## config.mk

```make
export PLATFORM = sky130hd
export DESIGN_NAME = mem_port
export DESIGN_NICKNAME = d
export VERILOG_FILES = /design/src/source/lsu_config.svh /design/src/source/rv32i_types.sv /design/src/source/mem_port.sv
export SDC_FILE = /design/constraint.sdc
export NUM_CORES = 1
export LEC_CHECK = 0
export CORE_MARGIN = 3
export CORE_UTILIZATION = 40
export DETAILED_ROUTE_END_ITERATION = 7
export DONT_BUFFER_PORTS = 1
export GPL_TIMING_DRIVEN = 0
export SLEW_MARGIN = 10
export SYNTH_ARGS = -nofsm -noshare
export SYNTH_HDL_FRONTEND = slang
export SYNTH_SLANG_ARGS = --single-unit
```

## constraint.sdc

```tcl
create_clock -name clk -period 12.5 [get_ports clk]
set_input_delay 2.5 -clock clk [delete_from_list [all_inputs] [get_ports clk]]
set_output_delay 2.5 -clock clk [all_outputs]
set_load 0.005 [all_outputs]
```

## src/source/lsu_config.svh

```systemverilog
// ~~~~~~~~~~~~~~~~~~~~~~~~~~~~~~~~~~~~~~~~~~~~~~~~~~~~~~~~~~~~~~~~~~~~~~~~~
// LSU configuration: data RAM depth and word-address width
// ~~~~~~~~~~~~~~~~~~~~~~~~~~~~~~~~~~~~~~~~~~~~~~~~~~~~~~~~~~~~~~~~~~~~~~~~~
`ifndef LSU_CONFIG_SVH
`define LSU_CONFIG_SVH

// data RAM depth in 32-bit words
`define LSU_RAM_WORDS 256

// word-address width, log2 of the depth
`define LSU_RAM_AW 8

`endif

```

## src/source/rv32i_types.sv

```systemverilog
// ~~~~~~~~~~~~~~~~~~~~~~~~~~~~~~~~~~~~~~~~~~~~~~~~~~~~~~~~~~~~~~~~~~~~~~~~~
// RV32I load/store types: widths, funct3 codes and pipeline stage records
// ~~~~~~~~~~~~~~~~~~~~~~~~~~~~~~~~~~~~~~~~~~~~~~~~~~~~~~~~~~~~~~~~~~~~~~~~~
`default_nettype none

package rv32i_types;

    typedef logic [31:0] word_t;
    typedef logic [4:0]  reg_idx_t;
    typedef logic [3:0]  byte_mask_t;

    typedef enum logic [2:0] {
        load_f3_lb  = 3'b000,
        load_f3_lh  = 3'b001,
        load_f3_lw  = 3'b010,
        load_f3_lbu = 3'b100,
        load_f3_lhu = 3'b101
    } load_f3_t;

    typedef enum logic [2:0] {
        store_f3_sb = 3'b000,
        store_f3_sh = 3'b001,
        store_f3_sw = 3'b010
    } store_f3_t;

    typedef struct packed {
        logic       mem_re;
        logic       mem_we;
        logic [2:0] funct3;
    } mem_ctrl_t;

    typedef struct packed {
        logic      valid;
        reg_idx_t  rd;
        logic      rd_we;
        word_t     rs1_v;
        word_t     rs2_v;
        word_t     imm;
        mem_ctrl_t mem_ctrl;
        logic      illegal;
    } id_ex_reg_t;

    typedef struct packed {
        logic      valid;
        reg_idx_t  rd;
        logic      rd_we;
        mem_ctrl_t mem_ctrl;
        word_t     addr;
        word_t     rs2_v;
        logic      misaligned;
        logic      illegal;
    } ex_mem_reg_t;

    typedef struct packed {
        logic       valid;
        reg_idx_t   rd;
        logic       rd_we;
        mem_ctrl_t  mem_ctrl;
        word_t      addr;
        byte_mask_t rmask;
        word_t      rdata;
        logic       misaligned;
        logic       illegal;
    } mem_wb_reg_t;

    // one record per retired instruction
    typedef struct packed {
        reg_idx_t rd;
        logic     rd_we;
        word_t    value;
        logic     misaligned;
        logic     illegal;
    } lsu_result_t;

endpackage

`default_nettype wire

```

## src/source/mem_port.sv

```systemverilog
// ~~~~~~~~~~~~~~~~~~~~~~~~~~~~~~~~~~~~~~~~~~~~~~~~~~~~~~~~~~~~~~~~~~~~~~~~~
// Memory stage: byte lanes, write data and the Wishbone classic master
// ~~~~~~~~~~~~~~~~~~~~~~~~~~~~~~~~~~~~~~~~~~~~~~~~~~~~~~~~~~~~~~~~~~~~~~~~~
`timescale 1ns/100ps
`default_nettype none

module mem_port (
    input  logic                      clk,
    input  logic                      reset,
    input  rv32i_types::ex_mem_reg_t  ex_mem,
    output logic                      stall,
    output logic                      wb_cyc,
    output logic                      wb_stb,
    output logic                      wb_we,
    output rv32i_types::word_t        wb_adr,
    output rv32i_types::word_t        wb_dat_w,
    output rv32i_types::byte_mask_t   wb_sel,
    input  rv32i_types::word_t        wb_dat_r,
    input  logic                      wb_ack,
    output rv32i_types::mem_wb_reg_t  mem_wb
);

    typedef enum logic {
        st_idle,
        st_busy
    } state_t;

    state_t                   state;
    state_t                   state_next;
    rv32i_types::word_t       addr;
    rv32i_types::word_t       wdata;
    rv32i_types::byte_mask_t  rmask;
    rv32i_types::byte_mask_t  wmask;
    logic                     access;
    logic                     done;
    logic                     capture;

    assign addr = ex_mem.addr;

    always_comb begin
        rmask = '0;
        wmask = '0;
        wdata = '0;
        if (ex_mem.valid && !ex_mem.misaligned && !ex_mem.illegal) begin
            if (ex_mem.mem_ctrl.mem_we) begin
                unique case (ex_mem.mem_ctrl.funct3)
                    rv32i_types::store_f3_sb: begin
                        wmask = 4'b0001 << addr[1:0];
                        wdata[8*addr[1:0] +: 8] = ex_mem.rs2_v[7:0];
                    end
                    rv32i_types::store_f3_sh: begin
                        wmask = 4'b0011 << addr[1:0];
                        wdata[16*addr[1] +: 16] = ex_mem.rs2_v[15:0];
                    end
                    rv32i_types::store_f3_sw: begin
                        wmask = 4'b1111;
                        wdata = ex_mem.rs2_v;
                    end
                    default: ;
                endcase
            end
            if (ex_mem.mem_ctrl.mem_re) begin
                unique case (ex_mem.mem_ctrl.funct3)
                    rv32i_types::load_f3_lb, rv32i_types::load_f3_lbu:
                        rmask = 4'b0001 << addr[1:0];
                    rv32i_types::load_f3_lh, rv32i_types::load_f3_lhu:
                        rmask = 4'b0011 << addr[1:0];
                    rv32i_types::load_f3_lw:
                        rmask = 4'b1111;
                    default: ;
                endcase
            end
        end
    end

    // a bus cycle only for entries with a lane to touch
    assign access  = (|rmask) || (|wmask);
    assign done    = (state == st_busy) && wb_ack;
    assign capture = done || (ex_mem.valid && !access);
    assign stall   = access && !done;

    assign wb_cyc   = access;
    assign wb_stb   = access;
    assign wb_we    = |wmask;
    assign wb_adr   = {addr[31:2], 2'b00};
    assign wb_sel   = rmask | wmask;
    assign wb_dat_w = wdata;

    always_comb begin
        state_next = state;
        unique case (state)
            st_idle: if (access) state_next = st_busy;
            st_busy: if (wb_ack) state_next = st_idle;
            default: state_next = st_idle;
        endcase
    end

    always_ff @(posedge clk) begin
        if (reset) begin
            state <= st_idle;
        end else begin
            state <= state_next;
        end
    end

    always_ff @(posedge clk) begin
        if (reset) begin
            mem_wb.valid <= 1'b0;
        end else begin
            mem_wb.valid <= capture;
        end
        if (capture) begin
            mem_wb.rd         <= ex_mem.rd;
            mem_wb.rd_we      <= ex_mem.rd_we;
            mem_wb.mem_ctrl   <= ex_mem.mem_ctrl;
            mem_wb.addr       <= addr;
            mem_wb.rmask      <= rmask;
            mem_wb.rdata      <= done ? wb_dat_r : '0;
            mem_wb.misaligned <= ex_mem.misaligned;
            mem_wb.illegal    <= ex_mem.illegal;
        end
    end

endmodule

`default_nettype wire

```

==> run_results.csv, run 1 <==
group,metric,value,unit
setup_path,crit_cells,7,
finish,layout-area-overhead-vs-synth,10.7,%
power_and_ir_drop,power.switching,139,µW
timing,totalNegativeSetupSlack,0,ns
setup_path,slowest_stage,"sky130_fd_sc_hd__ha_1",
finish,most-common-layout-cells,"sky130_fd_sc_hd__edfxtp_1 (81), sky130_fd_sc_hd__nor2_1 (39), sky130_fd_sc_hd__and3_1 (33), sky130_fd_sc_hd__buf_4 (33), sky130_fd_sc_hd__a22oi_1 (16)",
power_and_ir_drop,intPower,441,µW
place,post-dp-hpwl,7850,µm
flow_run,max_cap_viol_count,0,
power_and_ir_drop,power.switching_fraction,24.0,%
finish,final_net_count,423,
setup_path,worst-setup-path-type,"in2out",
synth,synth_warnings,0,
clock_network,clock-sinks,83,
grt,grt_antenna_before_repair,0,
floorplanning,cell_rows,34,
clock_network,bufs_on_longest_clock_path,2,
synth,dominantRegCellSynth,"sky130_fd_sc_hd__edfxtp_1",
setup_path,critical_path_required,10.00,ns
setup_path,worst_path_dominant_cell_family,"compound AO/OA/AOI/OAI gates",
outcome,status,"completed",
floorplanning,fp.coreArea,8980,µm²
synth,synth_top_cell_by_area,"sky130_fd_sc_hd__edfxtp_1",
floorplanning,vertical_extent_of_the_die,104,µm
place,dp_cells,418,
min_path,worst_hold_path.num_cells,2,
clock_network,clk-insertion-delay-late,0.35,ns
setup_path,worst-path-max-fanout,8,
synth,async_reset_ff_share,0,%
route,num_vias,2437,
timing,clock_skew,0.0106,ns
route,first_iter_violations,149,
synth,area_contributors_post_synth,"sky130_fd_sc_hd__edfxtp_1 (64%), sky130_fd_sc_hd__buf_4 (6.5%), sky130_fd_sc_hd__and3_1 (5.4%)",
floorplanning,io_pins,267,
finish,final_common_cell,"sky130_fd_sc_hd__edfxtp_1",
route,drtPass1Iterations,4,
floorplanning,floorplan.die.width,104,µm
timing,maxClockFrequency,155,MHz
synth,yosysUniqueCellTypes,43,
finish,post-route-util,47.0,%
grt,via_count_of_the_first_global_routing_pass,2453,
place,port_buffers,0,
clock_network,cts_setup_buffers,0,
setup_path,crit_path_start_kind,"input pin",
timing,rsz_0062_raised_after_global_routing,"no",
setup_path,worstPathCellList,"inv_1 -> ha_1 -> mux2i_1 -> o2111a_1 -> a21o_1 -> nand2_1 -> buf_4",
synth,netlist_area,3810,µm²
setup_path,rr_worst_depth,3,
route,wl_per_cell,23.2,µm
setup_path,critPathBufInv,2,
timing,timing.final.max_slew_violations,0,
finish,n_antenna_cell,0,
clock_network,path_clk_slew,0.09,ns
grt,grt_start_max_net_pins,56,
power_and_ir_drop,relative_contribution_of_sequential_cells_to_total_power,58.7,%
timing,timing.final.crit_share,51.7,%
clock_network,cts.htree.levels,3,
route,finalWirelength,10100,µm
clock_network,cts_root_buffer,"sky130_fd_sc_hd__clkbuf_8",
route,vias_per_cell,5.62,
finish,fillerInstances,793,
power_and_ir_drop,report.power.total,581,µW
place,gpl.final_weighted_congestion,0.922,
power_and_ir_drop,clock_power_share,34.2,%
clock_network,cts_tree,"done",
synth,ys_seq_elements,83,
power_and_ir_drop,ratio_of_total_power_to_cell_area,138,nW/µm²
synth,top_cell_type_s_share_of_synthesized_area,63.9,%
min_path,hold_path.class,"reg2reg",
finish,final_layout_size_suffix_gt1_share,22.1,%
setup_path,cp_data_arrival_time,3.97,ns
clock_network,cts_hold_repair.buffers,0,
setup_path,cp_endpoint_kind,"output pin",
timing,period_needed,6.47,ns
floorplanning,design.die.area,10700,µm²
route,routed_antenna_nets,0,
grt,gr_overflow_total,0,
route,drc_errors,0,
synth,syn-mean-instance-area,13.1,µm²
synth,part_of_the_yosys_area_used_for_sequential_elements,64.9,%
setup_path,biggest_cell_delay_along_the_critical_path,0.36,ns
clock_network,cts_inserted_buffers,9,
timing,timing_hold_violations_final,0,
synth,netlist_instances,290,
power_and_ir_drop,power.ir.vdd_worst,0.0562,mV
timing,finalSetupViolCount,0,
power_and_ir_drop,power_leakage,1.64,nW
finish,final_cell_count_no_fill,434,
clock_network,cts_resized,0,
power_and_ir_drop,combinationalPowerShare,7.0,%
grt,wire_length_of_the_first_global_routing_pass,14700,µm
grt,groute.usage.overall,18.0,%
floorplanning,initial_core_utilization,42.4,%
synth,synth_enable_flop_cells,81,
layout make-up:
| type | instances | area (µm²) | area share, % |
|---|---|---|---|
| Buffer | 50 | 325 | 7.71 |
| Clock buffer | 9 | 124 | 2.94 |
| Clock inverter | 7 | 83.8 | 1.99 |
| Inverter | 4 | 15.0 | 0.356 |
| Multi-Input combinational cell | 154 | 1010 | 24.0 |
| Sequential cell | 83 | 2470 | 58.6 |
| Tap cell | 126 | 158 | 3.74 |
| Timing Repair Buffer | 1 | 27.5 | 0.653 |
flip-flops by register name (all words and copies together), names as in the netlist:
name,count
mem_wb,82
state,1
cells in the mapped netlist, types with 2 or more instances:
| library cell | count |
|---|---|
| sky130_fd_sc_hd__a21o_1 | 2 |
| sky130_fd_sc_hd__a21oi_1 | 4 |
| sky130_fd_sc_hd__a21oi_2 | 2 |
| sky130_fd_sc_hd__a222oi_1 | 8 |
| sky130_fd_sc_hd__a22oi_1 | 16 |
| sky130_fd_sc_hd__and2_1 | 9 |
| sky130_fd_sc_hd__and3_1 | 33 |
| sky130_fd_sc_hd__buf_2 | 11 |
| sky130_fd_sc_hd__buf_4 | 33 |
| sky130_fd_sc_hd__clkbuf_1 | 6 |
| sky130_fd_sc_hd__dfxtp_1 | 2 |
| sky130_fd_sc_hd__edfxtp_1 | 81 |
| sky130_fd_sc_hd__ha_1 | 7 |
| sky130_fd_sc_hd__inv_1 | 3 |
| sky130_fd_sc_hd__mux2i_1 | 3 |
| sky130_fd_sc_hd__nand2_1 | 3 |
| sky130_fd_sc_hd__nand3_1 | 2 |
| sky130_fd_sc_hd__nor2_1 | 39 |
| sky130_fd_sc_hd__o22ai_1 | 2 |
kinds of logic (layout without fill, tap and decap cells):
family	Yosys count	in the layout	share of synthesized area, %
flops	83	83	64.9
other cells	1	2	0.0985
simple gates	99	99	13.9
mux	3	3	0.788
compound gates	43	43	9.07
buf+inv	54	71	8.94
fa+ha+maj	7	7	2.30
worst register-to-register path, stage by stage (launching register included):
cell	delay, ns
sky130_fd_sc_hd__dfxtp_1	0.53
sky130_fd_sc_hd__nand2_1	0.17
sky130_fd_sc_hd__nand3_4	0.33
sky130_fd_sc_hd__buf_16	0.30
power by group through the flow:
stage	Clock (mW)	Sequential, mW	Combinational (mW)
final	0.199	0.341	0.0407
after global placement	0	0.351	0.0374
after global routing	0.218	0.343	0.0449
after CTS	0.206	0.342	0.0411
after floorplan	0	0.345	0.0308
after detailed placement	0	0.348	0.0409
worst paths after layout:
path                                   end  slack, ns  startpoint
worst max-delay path                wb_stb       6.03  ex_mem[34]
worst min-delay path                 state       0.64       state
worst min register to register       state       0.64       state
worst max register to register  mem_wb[34]      10.79       state
layer usage:
layer | routed length, µm | GRT usage, % | vias to the layer above
met5 | 0 | 0 | -
met4 | 250 | 7.50 | 0
met3 | 930 | 5.72 | 18
met2 | 5510 | 33.9 | 188
met1 | 3370 | 18.1 | 1148
li1 | - | - | 1083
stage by stage:
stage / cell area [µm²] / worst slack, ns / hold slack [ns]
floorplan: 3810 / 6.32 / 0.514
global placement: 3970 / 5.27 / 0.600
detailed placement: 4010 / 6.04 / 0.624
CTS: 4220 / 6.03 / 0.639
global route: 4220 / 5.87 / 0.672
finish: 4220 / 6.03 / 0.641
(Power assumes the default switching activity.)
==> inputs of run 2 (changes only) <==
ABC_AREA = 1   (was not set)
clock period = 6.5 ns   (was 12.5 ns; I/O delays follow)
==> run 2 against run 1 <==
- synthesized cell count is 31% higher
- clock skew hardly changed
- worst hold slack worse by 0.18 ns
- critical path type unchanged
- largest cell class unchanged
==> run_results.csv, run 2 <==
group,metric,value,unit
synth,netlist_area,3980,µm²
min_path,worst_hold_path.endpoint,"state",
setup_path,worst-path-max-fanout,9,
setup_path,biggest_cell_delay_along_the_critical_path,0.46,ns
setup_path,worst-setup-path-type,"in2out",
synth,part_of_the_yosys_area_used_for_sequential_elements,62.1,%
setup_path,critical_path.reg2reg.startpoint,"state",
floorplanning,initial_core_utilization,42.1,%
place,port_buffers,0,
synth,synth_enable_flop_cells,81,
setup_path,worst_path_dominant_cell_family,"compound AO/OA/AOI/OAI gates",
route,vias_per_cell,5.16,
timing,holdWs,0.465,ns
timing,worst_pin_slew,0.525,ns
clock_network,cts_hold_repair.buffers,0,
grt,groute.usage.overall,17.7,%
power_and_ir_drop,report.power.total,1.12,mW
floorplanning,vertical_extent_of_the_die,106,µm
timing,timing_hold_violations_final,0,
floorplanning,io_pins,267,
floorplanning,floorplan.die.width,106,µm
synth,yosysMostFrequentCell,"sky130_fd_sc_hd__edfxtp_1",
timing,clock_skew,0.0103,ns
place,dpl_cell_area,4180,µm²
setup_path,critical_path_required,5.20,ns
finish,final_common_cell,"sky130_fd_sc_hd__edfxtp_1",
clock_network,clk-insertion-delay-late,0.34,ns
clock_network,cts_inserted_buffers,9,
synth,dominantRegCellSynth,"sky130_fd_sc_hd__edfxtp_1",
grt,wire_length_of_the_first_global_routing_pass,15200,µm
setup_path,cp_endpoint_kind,"output pin",
route,first_iter_violations,136,
setup_path,crit_cells,6,
timing,timing.final.crit_share,61.7,%
clock_network,cts_root_buffer,"sky130_fd_sc_hd__clkbuf_8",
synth,area_contributors_post_synth,"sky130_fd_sc_hd__edfxtp_1 (61%), sky130_fd_sc_hd__buf_4 (6.6%), sky130_fd_sc_hd__nand2_1 (5.9%)",
timing,worst_slew_margin_rel,65.0,%
route,drc_errors,0,
finish,layout.cell_area.non_filler,4390,µm²
setup_path,critPathBufInv,2,
timing,timing.final.max_slew_violations,0,
grt,gr_overflow_total,0,
floorplanning,cell_rows,35,
finish,most-common-layout-cells,"sky130_fd_sc_hd__edfxtp_1 (81), sky130_fd_sc_hd__nand2_1 (62), sky130_fd_sc_hd__inv_1 (56)",
power_and_ir_drop,power_leakage,1.86,nW
timing,finalSetupViolCount,0,
synth,netlist_instances,380,
clock_network,cts.htree.levels,3,
clock_network,cts_resized,0,
power_and_ir_drop,power.ir.vdd_worst,0.0886,mV
finish,layout-area-overhead-vs-synth,10.2,%
clock_network,path_clk_slew,0.08,ns
timing,fin_ws,2.49,ns
finish,largest-register,"mem_wb",
route,drtPass1Iterations,4,
outcome,status,"completed",
timing,period_needed,4.01,ns
route,num_vias,2720,
floorplanning,design.die.area,11200,µm²
synth,yosysUniqueCellTypes,29,
synth,synth_warnings,0,
min_path,hp-start,"state",
clock_network,bufs_on_longest_clock_path,2,
setup_path,worst_reg2reg_setup_slack,4.63,ns
synth,ys_seq_elements,83,
setup_path,slowest_stage,"sky130_fd_sc_hd__o21ai_2",
min_path,worst_hold_path.num_cells,2,
finish,post-route-util,46.4,%
finish,final_net_count,513,
clock_network,clock-sinks,83,
finish,final_cell_count_no_fill,527,
timing,rsz_0062_raised_after_global_routing,"no",
place,gpl.final_weighted_congestion,0.851,
finish,top_regs,"mem_wb x82, state x1",
setup_path,worstPathCellList,"buf_4 -> inv_1 -> nand3_1 -> o21ai_2 -> a41oi_2 -> nor3_1",
flow_run,max_cap_viol_count,0,
synth,synth_top_cell_by_area,"sky130_fd_sc_hd__edfxtp_1",
setup_path,worst_r2r_endpoint,"mem_wb[61]",
setup_path,crit_path_start_kind,"input pin",
route,finalWirelength,10300,µm
grt,grt_start_max_net_pins,63,
synth,top_cell_type_s_share_of_synthesized_area,61.1,%
grt,grt_antenna_before_repair,0,
finish,fillerInstances,925,
synth,async_reset_ff_share,0,%
finish,final_layout_size_suffix_gt1_share,18.1,%
finish,n_antenna_cell,0,
place,post-dp-hpwl,8350,µm
setup_path,cp_data_arrival_time,2.71,ns
synth,syn-mean-instance-area,10.5,µm²
finish,largest_register_ffs,82,
timing,totalNegativeSetupSlack,0,ns
clock_network,cts_tree,"done",
synth,netlist_top_cells_count,"sky130_fd_sc_hd__edfxtp_1 (81), sky130_fd_sc_hd__nand2_1 (63), sky130_fd_sc_hd__inv_1 (56)",
place,dp_cells,511,
route,routed_antenna_nets,0,
timing,maxClockFrequency,249,MHz
floorplanning,fp.coreArea,9460,µm²
place,preCtsSetupSlack,2.47,ns
power_and_ir_drop,ratio_of_total_power_to_cell_area,255,nW/µm²
clock_network,cts_setup_buffers,0,
grt,via_count_of_the_first_global_routing_pass,2827,
min_path,hold_path.class,"reg2reg",
setup_path,rr_worst_depth,4,
route,wl_per_cell,19.6,µm
run 2: worst max path at each step:
stage | startpoint | to
2_1_floorplan | ex_mem[34] | mem_wb[0]
3_3_place_gp | ex_mem[34] | mem_wb[61]
3_5_place_dp | ex_mem[34] | stall
4_1_cts | ex_mem[34] | stall
5_1_grt | ex_mem[34] | stall
6_report | ex_mem[67] | wb_dat_w[5]
run 2: cell type report:
class / instances / area [µm²] / area share, %
buffer: 43 / 295 / 6.73
inverter: 60 / 225 / 5.13
clock inverter: 7 / 82.6 / 1.88
tap: 129 / 161 / 3.68
sequential: 83 / 2470 / 56.3
multi-input combinational: 195 / 1000 / 22.8
timing repair buffer: 1 / 27.5 / 0.627
clock buffer: 9 / 124 / 2.82
run 2: logic make-up (layout without fill, tap and decap cells):
logic type	count (synthesis)	count (layout)	synth area share [%]
AOI/OAI and AO/OA	32	32	5.56
adders and majority gates	7	7	2.20
buffers and inverters	103	120	13.1
DFF	83	83	62.1
other	1	2	0.0942
and+or+nand+nor	154	154	17.0
run 2: tightest hold or removal path, cell delays in order, from the launching register on:
cell	delay, ns
sky130_fd_sc_hd__dfxtp_1	0.33
sky130_fd_sc_hd__o21ai_1	0.07
sky130_fd_sc_hd__inv_1	0.04
run 2: metal layers:
layer  track usage (%)  vias to the layer above  routed length, µm
met3              7.35                       24               1110
li1                  -                     1243                  -
met5                 0                        -                  0
met2              34.2                      204               5720
met1              15.5                     1249               3190
met4              8.05                        0                286
run 2: power by group:
| group | switching (mW) | leakage, nW | internal, mW |
|---|---|---|---|
| Combinational | 0.0546 | 0.938 | 0.0304 |
| Clock | 0.194 | 0.0984 | 0.184 |
| Sequential | 0.0218 | 0.824 | 0.635 |
==> inputs of run 3 (changes only) <==
clock period = 3.2 ns   (was 6.5 ns; I/O delays follow)
==> run 3 against run 2 <==
- power increased by 110%
- combinational power grew 100%
- sequential share of layout area is 0.35 points lower
- sequential power up 100%
- first-iteration DRC count rose by 32%
- design area increased by 0.63%
- register-to-register slack got worse by 3.4 ns
- worst setup slack lost 2.0 ns
- utilization grew 0.29 points
==> run_results.csv, run 3 (same netlist as run 2, synthesis figures left out) <==
group,metric,value,unit
outcome,status,"completed",
floorplanning,floorplan.die.width,106,µm
power_and_ir_drop,combinationalPowerShare,7.3,%
route,routed_antenna_nets,0,
finish,largest-register,"mem_wb",
finish,final_cell_count_no_fill,527,
timing,finalSetupViolCount,0,
clock_network,cts_inserted_buffers,9,
setup_path,worst-path-max-fanout,9,
setup_path,rr_worst_depth,4,
clock_network,cts_setup_buffers,0,
route,first_iter_violations,179,
route,met3_wirelength,987,µm
finish,largest_register_ffs,82,
setup_path,crit_path_start_kind,"input pin",
power_and_ir_drop,intPower,1.80,mW
floorplanning,initial_core_utilization,42.1,%
clock_network,clock-sinks,83,
min_path,worst_hold_path.num_cells,1,
grt,groute.usage.overall,17.4,%
floorplanning,vertical_extent_of_the_die,106,µm
setup_path,worst_reg2reg_setup_slack,1.27,ns
timing,timing_hold_violations_final,0,
route,drc_errors,0,
floorplanning,fp.coreArea,9460,µm²
clock_network,bufs_on_longest_clock_path,2,
finish,fillerInstances,892,
finish,layout-area-overhead-vs-synth,10.9,%
grt,grt_start_max_net_pins,56,
clock_network,cts_root_buffer,"sky130_fd_sc_hd__clkbuf_8",
timing,worst_pin_slew,0.518,ns
timing,clock_skew,0.00857,ns
timing,timing.final.max_slew_violations,0,
power_and_ir_drop,power.ir.vdd_worst,0.219,mV
route,drtPass1Iterations,4,
clock_network,cts.htree.levels,3,
finish,most-common-layout-cells,"sky130_fd_sc_hd__edfxtp_1 (81), sky130_fd_sc_hd__nand2_1 (62), sky130_fd_sc_hd__inv_1 (56)",
min_path,hold_path.class,"in2reg",
power_and_ir_drop,power_leakage,1.87,nW
route,top_layer_used,"met4",
power_and_ir_drop,relative_contribution_of_sequential_cells_to_total_power,56.4,%
route,num_vias,2715,
route,met2_wirelength,5760,µm
power_and_ir_drop,clock_power_share,36.3,%
timing,worst_slew_margin_rel,65.4,%
setup_path,worst-setup-path-type,"in2out",
clock_network,cts_tree,"done",
finish,final_common_cell,"sky130_fd_sc_hd__edfxtp_1",
power_and_ir_drop,ratio_of_total_power_to_cell_area,535,nW/µm²
place,preCtsSetupSlack,0.288,ns
grt,gr_overflow_total,0,
setup_path,cp_data_arrival_time,2.03,ns
flow_run,max_cap_viol_count,0,
power_and_ir_drop,power.switching_fraction,23.7,%
finish,final_net_count,513,
place,gpl.final_weighted_congestion,0.877,
grt,wire_length_of_the_first_global_routing_pass,14800,µm
clock_network,path_clk_slew,0.08,ns
finish,final_layout_size_suffix_gt1_share,18.1,%
clock_network,cts_hold_repair.buffers,0,
timing,timing.final.crit_share,83.5,%
power_and_ir_drop,power.switching,561,µW
grt,via_count_of_the_first_global_routing_pass,2769,
finish,n_antenna_cell,0,
timing,fin_ws,0.527,ns
timing,maxClockFrequency,374,MHz
route,wirelength_met1,3410,µm
finish,top_regs,"mem_wb x82, state x1",
route,finalWirelength,10300,µm
timing,period_needed,2.67,ns
timing,rsz_0062_raised_after_global_routing,"no",
setup_path,cp_endpoint_kind,"output pin",
floorplanning,cell_rows,35,
floorplanning,design.die.area,11200,µm²
setup_path,critical_path_required,2.56,ns
grt,grt_antenna_before_repair,0,
power_and_ir_drop,report.power.total,2.36,mW
clock_network,clk-insertion-delay-late,0.35,ns
place,post-dp-hpwl,8280,µm
route,wl_per_cell,19.6,µm
clock_network,cts_resized,0,
floorplanning,io_pins,267,
route,vias_per_cell,5.15,
place,port_buffers,0,
place,dp_cells,511,
run 3: cell type report:
class	instances	area (µm²)	share of cell area, %
Buffer	43	295	6.69
Clock buffer	9	124	2.80
Clock inverter	7	110	2.49
Inverter	60	225	5.10
Multi-Input combinational cell	195	1000	22.7
Sequential cell	83	2470	56.0
Tap cell	129	161	3.65
Timing Repair Buffer	1	27.5	0.623
run 3: metrics by stage:
step	hold slack [ns]	setup TNS, ns	util [%]	instance area (µm²)
finish	0.348	0	46.7	4420
global route	0.311	0	46.7	4420
CTS	0.328	0	46.7	4420
detailed placement	0.455	0	44.2	4180
global placement	0.450	-38.28	43.9	4150
floorplan	0.428	0	-	3990
run 3: path summary, 6_finish.rpt:
check                                start          end
worst max-delay path            ex_mem[34]  wb_dat_w[7]
worst min register to register       state        state
worst min-delay path                 reset   mem_wb[81]
worst max register to register       state    mem_wb[4]
run 3: per-layer routing:
metal  track usage [%]  vias to the layer above
li1                  -                     1248
met1              16.9                     1250
met3              6.12                       16
met4              5.74                        0
met2              33.7                      201
met5                 0                        -
run 3: critical path: stages:
cell and delay, ns:
sky130_fd_sc_hd__inv_1 0.21, sky130_fd_sc_hd__ha_1 0.32, sky130_fd_sc_hd__nor2_1 0.21, sky130_fd_sc_hd__a41oi_2 0.29, sky130_fd_sc_hd__nor3_1 0.35
run 3: power groups by stage:
stage	logic [mW]	clock network (mW)	registers, mW
2_1_floorplan	0.133	0	1.35
3_3_place_gp	0.163	0	1.37
3_5_place_dp	0.175	0	1.36
4_1_cts	0.175	0.891	1.34
5_1_grt	0.191	0.948	1.34
6_report	0.172	0.858	1.33
